$ cat config.mk
export PLATFORM = sky130hd
export DESIGN_NAME = cpuTop
export DESIGN_NICKNAME = d
export VERILOG_FILES = /design/src/logic/cpuPkg.sv /design/src/logic/alu.sv /design/src/logic/controlUnit.sv /design/src/logic/cpuTop.sv /design/src/logic/progMemory.sv /design/src/logic/regFile.sv
export VERILOG_INCLUDE_DIRS = /design/src /design/src/logic
export SDC_FILE = /design/constraint.sdc
export NUM_CORES = 2
export LEC_CHECK = 0
export BUFFER_PORTS_ARGS = -buffer_cell sky130_fd_sc_hd__buf_2
export CORE_MARGIN = 2
export CORE_UTILIZATION = 47
export DETAILED_ROUTE_END_ITERATION = 6
export HOLD_SLACK_MARGIN = 0.08
export PLACE_DENSITY = 0.69
export SLEW_MARGIN = 5
export SYNTH_ARGS = -nofsm -noshare
export SYNTH_HDL_FRONTEND = slang
export SYNTH_SLANG_ARGS = --single-unit
$ cat constraint.sdc
create_clock -name CLK -period 8.6 [get_ports CLK]
set_input_delay 0.86 -clock CLK [delete_from_list [all_inputs] [get_ports CLK]]
set_output_delay 0.86 -clock CLK [all_outputs]
set_load 0.01 [all_outputs]
$ cat src/logic/cpu_config.svh
// CPU configuration macros for datapath widths, memory size and store credits
`ifndef CPU_CONFIG_SVH
`define CPU_CONFIG_SVH

// Datapath and address widths
`define DATA_W 8
`define ADDR_W 8

// Program and data memory in bytes
`define MEM_DEPTH 256

// General purpose registers
`define NUM_REGS 4

// Credits held by the store channel after reset
`define STORE_CREDITS 4

`endif

$ cat src/logic/cpuPkg.sv
// CPU types shared by the datapath and the sequencer
`include "cpu_config.svh"

package cpuPkg;

    typedef enum logic [3:0] {
        OP_BRA  = 4'd0,
        OP_LDI  = 4'd1,
        OP_LDM  = 4'd2,
        OP_ST   = 4'd3,
        OP_MOV  = 4'd4,
        OP_AND  = 4'd5,
        OP_OR   = 4'd6,
        OP_NOT  = 4'd7,
        OP_ADD  = 4'd8,
        OP_SUB  = 4'd9,
        OP_LSL  = 4'd10,
        OP_LSR  = 4'd11,
        OP_INC  = 4'd12,
        OP_DEC  = 4'd13,
        OP_BNE  = 4'd14,
        OP_HALT = 4'd15
    } opcodeT;

    typedef enum logic [3:0] {
        ALU_PASSA, ALU_MOV, ALU_AND, ALU_OR, ALU_NOT, ALU_ADD,
        ALU_SUB, ALU_LSL, ALU_LSR, ALU_INC, ALU_DEC
    } aluOpT;

    typedef enum logic [2:0] {
        IDLE, FETCHHI, FETCHLO, EXEC, STOREWAIT, HALTED
    } seqStateT;

    typedef enum logic [1:0] {
        REG_HOLD, REG_LOAD, REG_INC, REG_DEC
    } regOpT;

    // srcB sits in imm[7:6]
    typedef struct packed {
        opcodeT     opcode;
        logic [1:0] dst;
        logic [1:0] srcA;
        logic [7:0] imm;
    } instrT;

    typedef struct packed {
        logic z;
        logic c;
        logic n;
        logic v;
    } flagsT;

    typedef struct packed {
        regOpT              regOp;
        logic [1:0]         wrSel;
        logic [`DATA_W-1:0] wrData;
    } regCtrlT;

    typedef struct packed {
        logic [`ADDR_W-1:0] addr;
        logic [`DATA_W-1:0] data;
    } storeRecT;

endpackage

$ cat src/logic/alu.sv
// ALU with combinational result and a registered zero/carry/negative/overflow flag set
`include "cpu_config.svh"

module alu import cpuPkg::*; (
    input  logic               CLK,
    input  logic               arstN_i,
    input  aluOpT              op_i,
    input  logic               flagWe_i,
    input  logic [`DATA_W-1:0] a_i,
    input  logic [`DATA_W-1:0] b_i,
    output logic [`DATA_W-1:0] result_o,
    output flagsT              flags_o
);

    localparam int MSB = `DATA_W - 1;

    logic [`DATA_W-1:0] opB;
    logic [`DATA_W:0]   sum;
    logic [`DATA_W:0]   diff;
    logic               carry;
    logic               ovf;
    flagsT              nextFlags;

    // INC and DEC use the adder with a constant one
    assign opB  = (op_i == ALU_INC || op_i == ALU_DEC) ? `DATA_W'(1) : b_i;
    assign sum  = {1'b0, a_i} + {1'b0, opB};
    assign diff = {1'b0, a_i} - {1'b0, opB}; // Top bit is the borrow

    always_comb begin
        carry = 1'b0;
        ovf   = 1'b0;
        case (op_i)
            ALU_AND: result_o = a_i & b_i;
            ALU_OR:  result_o = a_i | b_i;
            ALU_NOT: result_o = ~a_i;
            ALU_ADD, ALU_INC: begin
                result_o = sum[MSB:0];
                carry    = sum[`DATA_W];
                ovf      = (a_i[MSB] == opB[MSB]) && (result_o[MSB] != a_i[MSB]);
            end
            ALU_SUB, ALU_DEC: begin
                result_o = diff[MSB:0];
                carry    = diff[`DATA_W];
                ovf      = (a_i[MSB] != opB[MSB]) && (result_o[MSB] != a_i[MSB]);
            end
            ALU_LSL: begin
                result_o = {a_i[MSB-1:0], 1'b0};
                carry    = a_i[MSB]; // Bit shifted out
            end
            ALU_LSR: begin
                result_o = {1'b0, a_i[MSB:1]};
                carry    = a_i[0];
            end
            default: result_o = a_i; // PASSA and MOV
        endcase
    end

    assign nextFlags = '{z: (result_o == '0), c: carry, n: result_o[MSB], v: ovf};

    always_ff @(posedge CLK or negedge arstN_i) begin
        if (!arstN_i) begin
            flags_o <= '0;
        end else if (flagWe_i) begin
            flags_o <= nextFlags; // Only ALU instructions update flags
        end
    end

endmodule

$ cat src/logic/controlUnit.sv
// Control unit sequencing fetch and execute, with branch logic and store credit tracking
`include "cpu_config.svh"

module controlUnit import cpuPkg::*; (
    input  logic               CLK,
    input  logic               arstN_i,
    input  logic               run_i,
    input  logic               storeCredit_i,
    input  logic [`DATA_W-1:0] memData_i,
    input  logic [`DATA_W-1:0] memData2_i,
    input  logic [`DATA_W-1:0] rdA_i,
    input  logic [`DATA_W-1:0] rdB_i,
    input  logic [`DATA_W-1:0] aluResult_i,
    input  flagsT              flags_i,
    output logic [`ADDR_W-1:0] memAddr_o,
    output logic [`ADDR_W-1:0] memAddr2_o,
    output regCtrlT            regCtrl_o,
    output logic [1:0]         rdSelA_o,
    output logic [1:0]         rdSelB_o,
    output aluOpT              aluOp_o,
    output logic               flagWe_o,
    output logic               storeValid_o,
    output storeRecT           store_o,
    output logic               halted_o
);

    localparam int CREDIT_W = $clog2(`STORE_CREDITS + 1);

    seqStateT           state;
    logic [`ADDR_W-1:0] pc;
    instrT              instr;
    logic [CREDIT_W-1:0] credits;
    aluOpT              decodedOp;
    logic               isAluOp;
    logic               storeReq;

    always_comb begin
        isAluOp = 1'b1;
        case (instr.opcode)
            OP_MOV:  decodedOp = ALU_MOV;
            OP_AND:  decodedOp = ALU_AND;
            OP_OR:   decodedOp = ALU_OR;
            OP_NOT:  decodedOp = ALU_NOT;
            OP_ADD:  decodedOp = ALU_ADD;
            OP_SUB:  decodedOp = ALU_SUB;
            OP_LSL:  decodedOp = ALU_LSL;
            OP_LSR:  decodedOp = ALU_LSR;
            OP_INC:  decodedOp = ALU_INC;
            OP_DEC:  decodedOp = ALU_DEC;
            default: begin
                decodedOp = ALU_PASSA;
                isAluOp   = 1'b0;
            end
        endcase
    end

    always_comb begin
        regCtrl_o = '{regOp: REG_HOLD, wrSel: instr.dst, wrData: aluResult_i};
        rdSelA_o  = instr.srcA;
        rdSelB_o  = instr.imm[7:6]; // srcB field
        aluOp_o   = ALU_PASSA;
        flagWe_o  = 1'b0;
        if (state == EXEC) begin
            if (isAluOp) begin
                aluOp_o         = decodedOp;
                flagWe_o        = 1'b1;
                regCtrl_o.regOp = REG_LOAD;
                if (instr.opcode == OP_MOV) begin
                    regCtrl_o.wrData = rdA_i; // Plain copy
                end else if (instr.dst == instr.srcA && instr.opcode == OP_INC) begin
                    regCtrl_o.regOp = REG_INC; // Count in place
                end else if (instr.dst == instr.srcA && instr.opcode == OP_DEC) begin
                    regCtrl_o.regOp = REG_DEC;
                end
            end else if (instr.opcode == OP_LDI) begin
                regCtrl_o.regOp  = REG_LOAD;
                regCtrl_o.wrData = instr.imm;
            end else if (instr.opcode == OP_LDM) begin
                regCtrl_o.regOp  = REG_LOAD;
                regCtrl_o.wrData = memData2_i;
            end
        end
        if (storeReq) begin
            rdSelB_o = instr.dst; // Store data comes out on port B
        end
    end

    assign memAddr_o    = pc;
    assign memAddr2_o   = instr.imm;
    assign storeReq     = (state == EXEC && instr.opcode == OP_ST) || state == STOREWAIT;
    assign storeValid_o = storeReq && credits != '0;
    assign store_o      = '{addr: instr.imm, data: rdB_i};
    assign halted_o     = (state == HALTED);

    always_ff @(posedge CLK or negedge arstN_i) begin
        if (!arstN_i) begin
            state <= IDLE;
            pc    <= '0;
        end else begin
            case (state)
                IDLE, HALTED: begin
                    if (run_i) begin
                        pc    <= '0; // Restart from address 0
                        state <= FETCHHI;
                    end
                end
                FETCHHI: begin
                    pc    <= pc + 1'b1;
                    state <= FETCHLO;
                end
                FETCHLO: begin
                    pc    <= pc + 1'b1;
                    state <= EXEC;
                end
                EXEC: begin
                    state <= FETCHHI;
                    case (instr.opcode)
                        OP_HALT: state <= HALTED;
                        OP_BRA:  pc <= instr.imm;
                        OP_BNE: begin
                            if (!flags_i.z) begin
                                pc <= instr.imm;
                            end
                        end
                        OP_ST: begin
                            if (!storeValid_o) begin
                                state <= STOREWAIT; // No credit yet
                            end
                        end
                        default: begin
                        end
                    endcase
                end
                STOREWAIT: begin
                    if (storeValid_o) begin
                        state <= FETCHHI;
                    end
                end
                default: state <= IDLE;
            endcase
        end
    end

    // Instruction register, high byte first
    always_ff @(posedge CLK) begin
        if (state == FETCHHI) begin
            instr[15:8] <= memData_i;
        end else if (state == FETCHLO) begin
            instr[7:0] <= memData_i;
        end
    end

    always_ff @(posedge CLK or negedge arstN_i) begin
        if (!arstN_i) begin
            credits <= CREDIT_W'(`STORE_CREDITS);
        end else begin
            case ({storeValid_o, storeCredit_i})
                2'b10:   credits <= credits - 1'b1;
                2'b01:   credits <= credits + 1'b1;
                default: credits <= credits; // Spent and returned together
            endcase
        end
    end

    creditBound: assert property (
        @(posedge CLK) disable iff (!arstN_i) credits <= CREDIT_W'(`STORE_CREDITS)
    ) else $error("Store credit count above its limit, environment over-returned");

endmodule

$ cat src/logic/cpuTop.sv
// CPU top level joining the control unit, register file, ALU and memory
`include "cpu_config.svh"

module cpuTop import cpuPkg::*; (
    input  logic               CLK,
    input  logic               arstN_i,
    input  logic               progWe_i,
    input  logic [`ADDR_W-1:0] progAddr_i,
    input  logic [`DATA_W-1:0] progData_i,
    input  logic               run_i,
    input  logic               storeCredit_i,
    output logic               storeValid_o,
    output storeRecT           store_o,
    output logic               halted_o
);

    logic [`ADDR_W-1:0] memAddr;
    logic [`ADDR_W-1:0] memAddr2;
    logic [`DATA_W-1:0] memData;
    logic [`DATA_W-1:0] memData2;
    logic [`DATA_W-1:0] rdA;
    logic [`DATA_W-1:0] rdB;
    logic [`DATA_W-1:0] aluResult;
    logic [1:0]         rdSelA;
    logic [1:0]         rdSelB;
    regCtrlT            regCtrl;
    aluOpT              aluOp;
    logic               flagWe;
    flagsT              flags;

    controlUnit uCtrl (
        .CLK(CLK), .arstN_i(arstN_i), .run_i(run_i), .storeCredit_i(storeCredit_i),
        .memData_i(memData), .memData2_i(memData2), .rdA_i(rdA), .rdB_i(rdB),
        .aluResult_i(aluResult), .flags_i(flags), .memAddr_o(memAddr),
        .memAddr2_o(memAddr2), .regCtrl_o(regCtrl), .rdSelA_o(rdSelA), .rdSelB_o(rdSelB),
        .aluOp_o(aluOp), .flagWe_o(flagWe), .storeValid_o(storeValid_o),
        .store_o(store_o), .halted_o(halted_o)
    );

    regFile uRegs (
        .CLK(CLK), .arstN_i(arstN_i), .ctrl_i(regCtrl), .rdSelA_i(rdSelA),
        .rdSelB_i(rdSelB), .rdA_o(rdA), .rdB_o(rdB)
    );

    alu uAlu (
        .CLK(CLK), .arstN_i(arstN_i), .op_i(aluOp), .flagWe_i(flagWe), .a_i(rdA),
        .b_i(rdB), .result_o(aluResult), .flags_o(flags)
    );

    progMemory uMem (
        .CLK(CLK), .we_i(progWe_i), .wrAddr_i(progAddr_i), .wrData_i(progData_i),
        .rdAddr_i(memAddr), .rdAddr2_i(memAddr2), .rdData_o(memData), .rdData2_o(memData2)
    );

endmodule

$ cat src/logic/progMemory.sv
// Byte memory with a load port, an instruction read port and a data read port
`include "cpu_config.svh"

module progMemory (
    input  logic               CLK,
    input  logic               we_i,
    input  logic [`ADDR_W-1:0] wrAddr_i,
    input  logic [`DATA_W-1:0] wrData_i,
    input  logic [`ADDR_W-1:0] rdAddr_i,
    input  logic [`ADDR_W-1:0] rdAddr2_i,
    output logic [`DATA_W-1:0] rdData_o,
    output logic [`DATA_W-1:0] rdData2_o
);

    logic [`DATA_W-1:0] mem [`MEM_DEPTH];

    // Program load from the testbench side
    always_ff @(posedge CLK) begin
        if (we_i) begin
            mem[wrAddr_i] <= wrData_i;
        end
    end

    assign rdData_o  = mem[rdAddr_i];  // Instruction bytes
    assign rdData2_o = mem[rdAddr2_i]; // LDM operand

endmodule

$ cat src/logic/regFile.sv
// Register file of four general registers with two combinational read ports
`include "cpu_config.svh"

module regFile import cpuPkg::*; (
    input  logic               CLK,
    input  logic               arstN_i,
    input  regCtrlT            ctrl_i,
    input  logic [1:0]         rdSelA_i,
    input  logic [1:0]         rdSelB_i,
    output logic [`DATA_W-1:0] rdA_o,
    output logic [`DATA_W-1:0] rdB_o
);

    logic [`DATA_W-1:0] regs [`NUM_REGS];

    always_ff @(posedge CLK or negedge arstN_i) begin
        if (!arstN_i) begin
            for (int i = 0; i < `NUM_REGS; i++) begin
                regs[i] <= '0; // All registers clear
            end
        end else begin
            case (ctrl_i.regOp)
                REG_LOAD: regs[ctrl_i.wrSel] <= ctrl_i.wrData;
                REG_INC:  regs[ctrl_i.wrSel] <= regs[ctrl_i.wrSel] + 1'b1;
                REG_DEC:  regs[ctrl_i.wrSel] <= regs[ctrl_i.wrSel] - 1'b1;
                default: begin
                end
            endcase
        end
    end

    assign rdA_o = regs[rdSelA_i]; // Operand A and in-place source
    assign rdB_o = regs[rdSelB_i]; // Operand B and store data

    // A command from the sequencer must name a known register
    wrSelKnown: assert property (
        @(posedge CLK) disable iff (!arstN_i)
        ctrl_i.regOp != REG_HOLD |-> !$isunknown(ctrl_i.wrSel)
    ) else $error("regFile write select unknown during a register command");

endmodule

==> results.yml <==
timing:
  finalMaxSlewViolations: 0
  rsz0062_at_grt: "false"
  timing.fmax_mhz: 160
  timing.final.crit_share_pct: 72.8
  hold_violations: 0
  finalClockSkew_ns: 0.0355
  report.final.setup_viol: 0
  relSlewSlack_pct: 8.86
  worstMarginPinSlew_ns: 1.36
  period_minus_slack_ns: 6.26
  fin_tns_setup_ns: 0
route:
  drc: 0
  wl_mm: 333
  wl_per_cell_um: 38.0
  via_per_inst: 7.15
  firstDrtPassIters: 6
  vias: 62600
  drt_iter0_markers: 11200
  ant_nets: 0
logic_synthesis:
  ys.flop_type: "edfxtp_1"
  synthTopCellsByArea: "edfxtp_1 (61%), mux4_2 (21%), mux2i_1 (4.0%)"
  synth_top_area_share_pct: 60.7
  yosysSeqAreaShare_pct: 62.0
  synth_edf_count: 2064
  synthCells: 5814
  ys_ff_latch: 2119
  synth_common_cells: "edfxtp_1 (2064), mux4_2 (968), nor2_1 (462)"
  synth.most_common_cell: "edfxtp_1"
  synth.avg_cell_area_sq_um: 17.6
  synth.net_count: 5850
  synth.distinct_cells: 78
  yosysTopAreaCell: "edfxtp_1"
  async_reset_ff_share_pct: 2.22
  syn-cell-area_sq_um: 102000
  ys_warn_count: 0
grt:
  grt_pass1_wl_mm: 465
  grt_use_total_pct: 29.7
  grt_overflow: 0
  grt_pass1_vias: 59800
  grt_max_degree: 115
  antenna_found_initial: 26
die:
  fp-row-count: 171
  io_pins: 39
  die_h_um: 470
  fp.dieW_um: 470
  start_util_pct: 47.2
  dieArea_sq_um: 221000
  core_area_sq_um: 217000
worst_setup_path:
  cp_slowest_stage_delay_ns: 0.78
  critPathRequiredTime_ns: 9.36
  path_class: "flip-flop to flip-flop"
  crit_start: "uCtrl.instr[13]"
  path_cells: "nand4bb_1 > o211ai_1 > nand3_1 > mux2i_1 > mux2i_1 > nand2_1 > ha_1 > a21oi_1 > ha_1 > nor2b_1 > o21ai_0 > a21oi_1 > o41ai_1 > xnor2_1 > xnor2_1 > nand2_1 > o211a_1 > o31ai_1"
  critPathLaunchType: "flip-flop"
  regToRegStartpoint: "uCtrl.instr[13]"
  cp_slowest_cell: "edfxtp_1"
  crit_arrival_ns: 7.02
  r2r_slack_ns: 2.34
  cp-end-kind: "flip-flop"
  critPathMaxFanout: 23
  r2r_cells: 18
power:
  p_leak_nw: 34.4
  peakVddDrop_mv: 0.297
  power.density_nw_per_um2: 345
  power.total_mw: 38.5
cts:
  clock_latency_ns: 0.87
  numCtsBuffers: 207
  h-tree-depth: 4
  clock_sinks: 2119
  clk_pin_slew_ns: 0.06
  post_cts_buffers: 0
  clock_path_buffers: 3
  cts_resized: 0
  cts_tree: "built"
  cts_hold_buf: 0
  cts_root_buf: "clkbuf_16"
placement:
  io_buffers: 38
  dp_hpwl_mm: 208
  gp_congestion: 0.951
final_layout:
  nets: 5765
  areaGrowthSynthToFinish_pct: 9.41
  drive_above_1_share_pct: 26.8
  seq_area_sq_um: 63300
  multi_input_area_sq_um: 36500
  fillers: 17200
flow_run:
  drv_cap: 0
min_path:
  min_path_type: "input pin to async pin"
run_status:
  status: "finished, final reports clean"
==> layout make-up <==
cell class | instances | share of cell area (%)
Antenna cell | 11 | 0.0246
Clock inverter | 117 | 1.03
Tap cell | 2854 | 3.20
Sequential cell | 2119 | 56.7
Clock buffer | 257 | 4.85
Inverter | 34 | 0.125
Multi-Input combinational cell | 3199 | 32.7
Timing Repair Buffer | 168 | 1.38
==> cell usage in the layout (no fill, tap or decap), types with 45 or more instances in the layout <==
cell / count
a21oi_1: 300
a22oi_1: 45
buf_4: 105
clkbuf_1: 46
clkbuf_16: 208
edfxtp_1: 2064
mux2_2: 125
mux2i_1: 404
mux4_2: 968
nand2_1: 148
nand3_1: 53
nor2_1: 461
o21ai_0: 161
o221ai_1: 118
o22ai_1: 123
==> state kept, by name, summed over array words and instances (netlist names), named ones only <==
register,cells
uCtrl.memAddr2_o,8
uAlu.flags_o,1
uCtrl.credits,3
uCtrl.regCtrl_o,2
uCtrl.instr,4
uMem.mem,2048
uCtrl.rdSelA_o,2
uCtrl.state,3
uCtrl.memAddr_o,8
==> logic make-up (layout without fill, tap and decap cells) <==
logic type,count (synthesis),count (layout),synth area share (%)
and+or+nand+nor,806,806,3.39
xor gates and xnor gates,21,21,0.180
AOI/OAI and AO/OA,860,860,5.27
adders and majority gates,15,15,0.199
muxes,1497,1497,26.7
DFF,2119,2119,62.0
other,0,11,0
buffers and inverters,496,576,2.25
==> worst max-delay path: cells and delay by family (launching register included) <==
family          cells  cell delay (ns)
compound gates      7             2.03
mux                 2             0.90
fa+ha+maj           2             0.58
simple gates        5             1.47
flops               1             0.78
xor+xnor            2             0.41
==> worst min path at each step <==
stage | startpoint | end | slack, ns | cells after the start
after floorplan | uAlu.flags_o[3] | uAlu.flags_o[3] | 0.46 | 2
after global placement | uCtrl.credits[2] | uCtrl.credits[2] | 0.51 | 1
after detailed placement | uCtrl.credits[2] | uCtrl.credits[2] | 0.51 | 1
after CTS | arstN_i | uAlu.flags_o[3] | 0.11 | 2
after global routing | arstN_i | uAlu.flags_o[3] | 0.17 | 2
final | arstN_i | uAlu.flags_o[3] | 0.13 | 2
==> metrics by stage <==
step	cells	setup slack [ns]	hold slack, ns	area (sq um)	utilization (%)
2_1_floorplan	5814	3.85	0.460	102000	-
3_3_place_gp	8374	2.43	0.512	105000	48.5
3_5_place_dp	8374	2.41	0.512	105000	48.5
4_1_cts	8748	2.42	0.108	112000	51.6
5_1_grt	8752	1.76	0.166	112000	51.6
6_report	8759	2.34	0.125	112000	51.6
==> report_power, final <==
part | internal [mW] | switching (mW) | leakage, nW
clock network | 5.03 | 4.01 | 3.19
logic | 6.96 | 10.4 | 12.0
registers | 11.6 | 0.603 | 19.2
total | 23.5 | 15.0 | 34.4
==> routing by layer <==
| metal | up-vias | share of wire (%) | track usage, % |
|---|---|---|---|
| li1 | 24300 | - | - |
| met1 | 32700 | 36 | 40.4 |
| met2 | 4826 | 45 | 43.7 |
| met3 | 794 | 13 | 8.97 |
| met4 | 24 | 5.7 | 14.4 |
| met5 | - | 0.054 | 0 |
(Power assumes the default switching activity.)
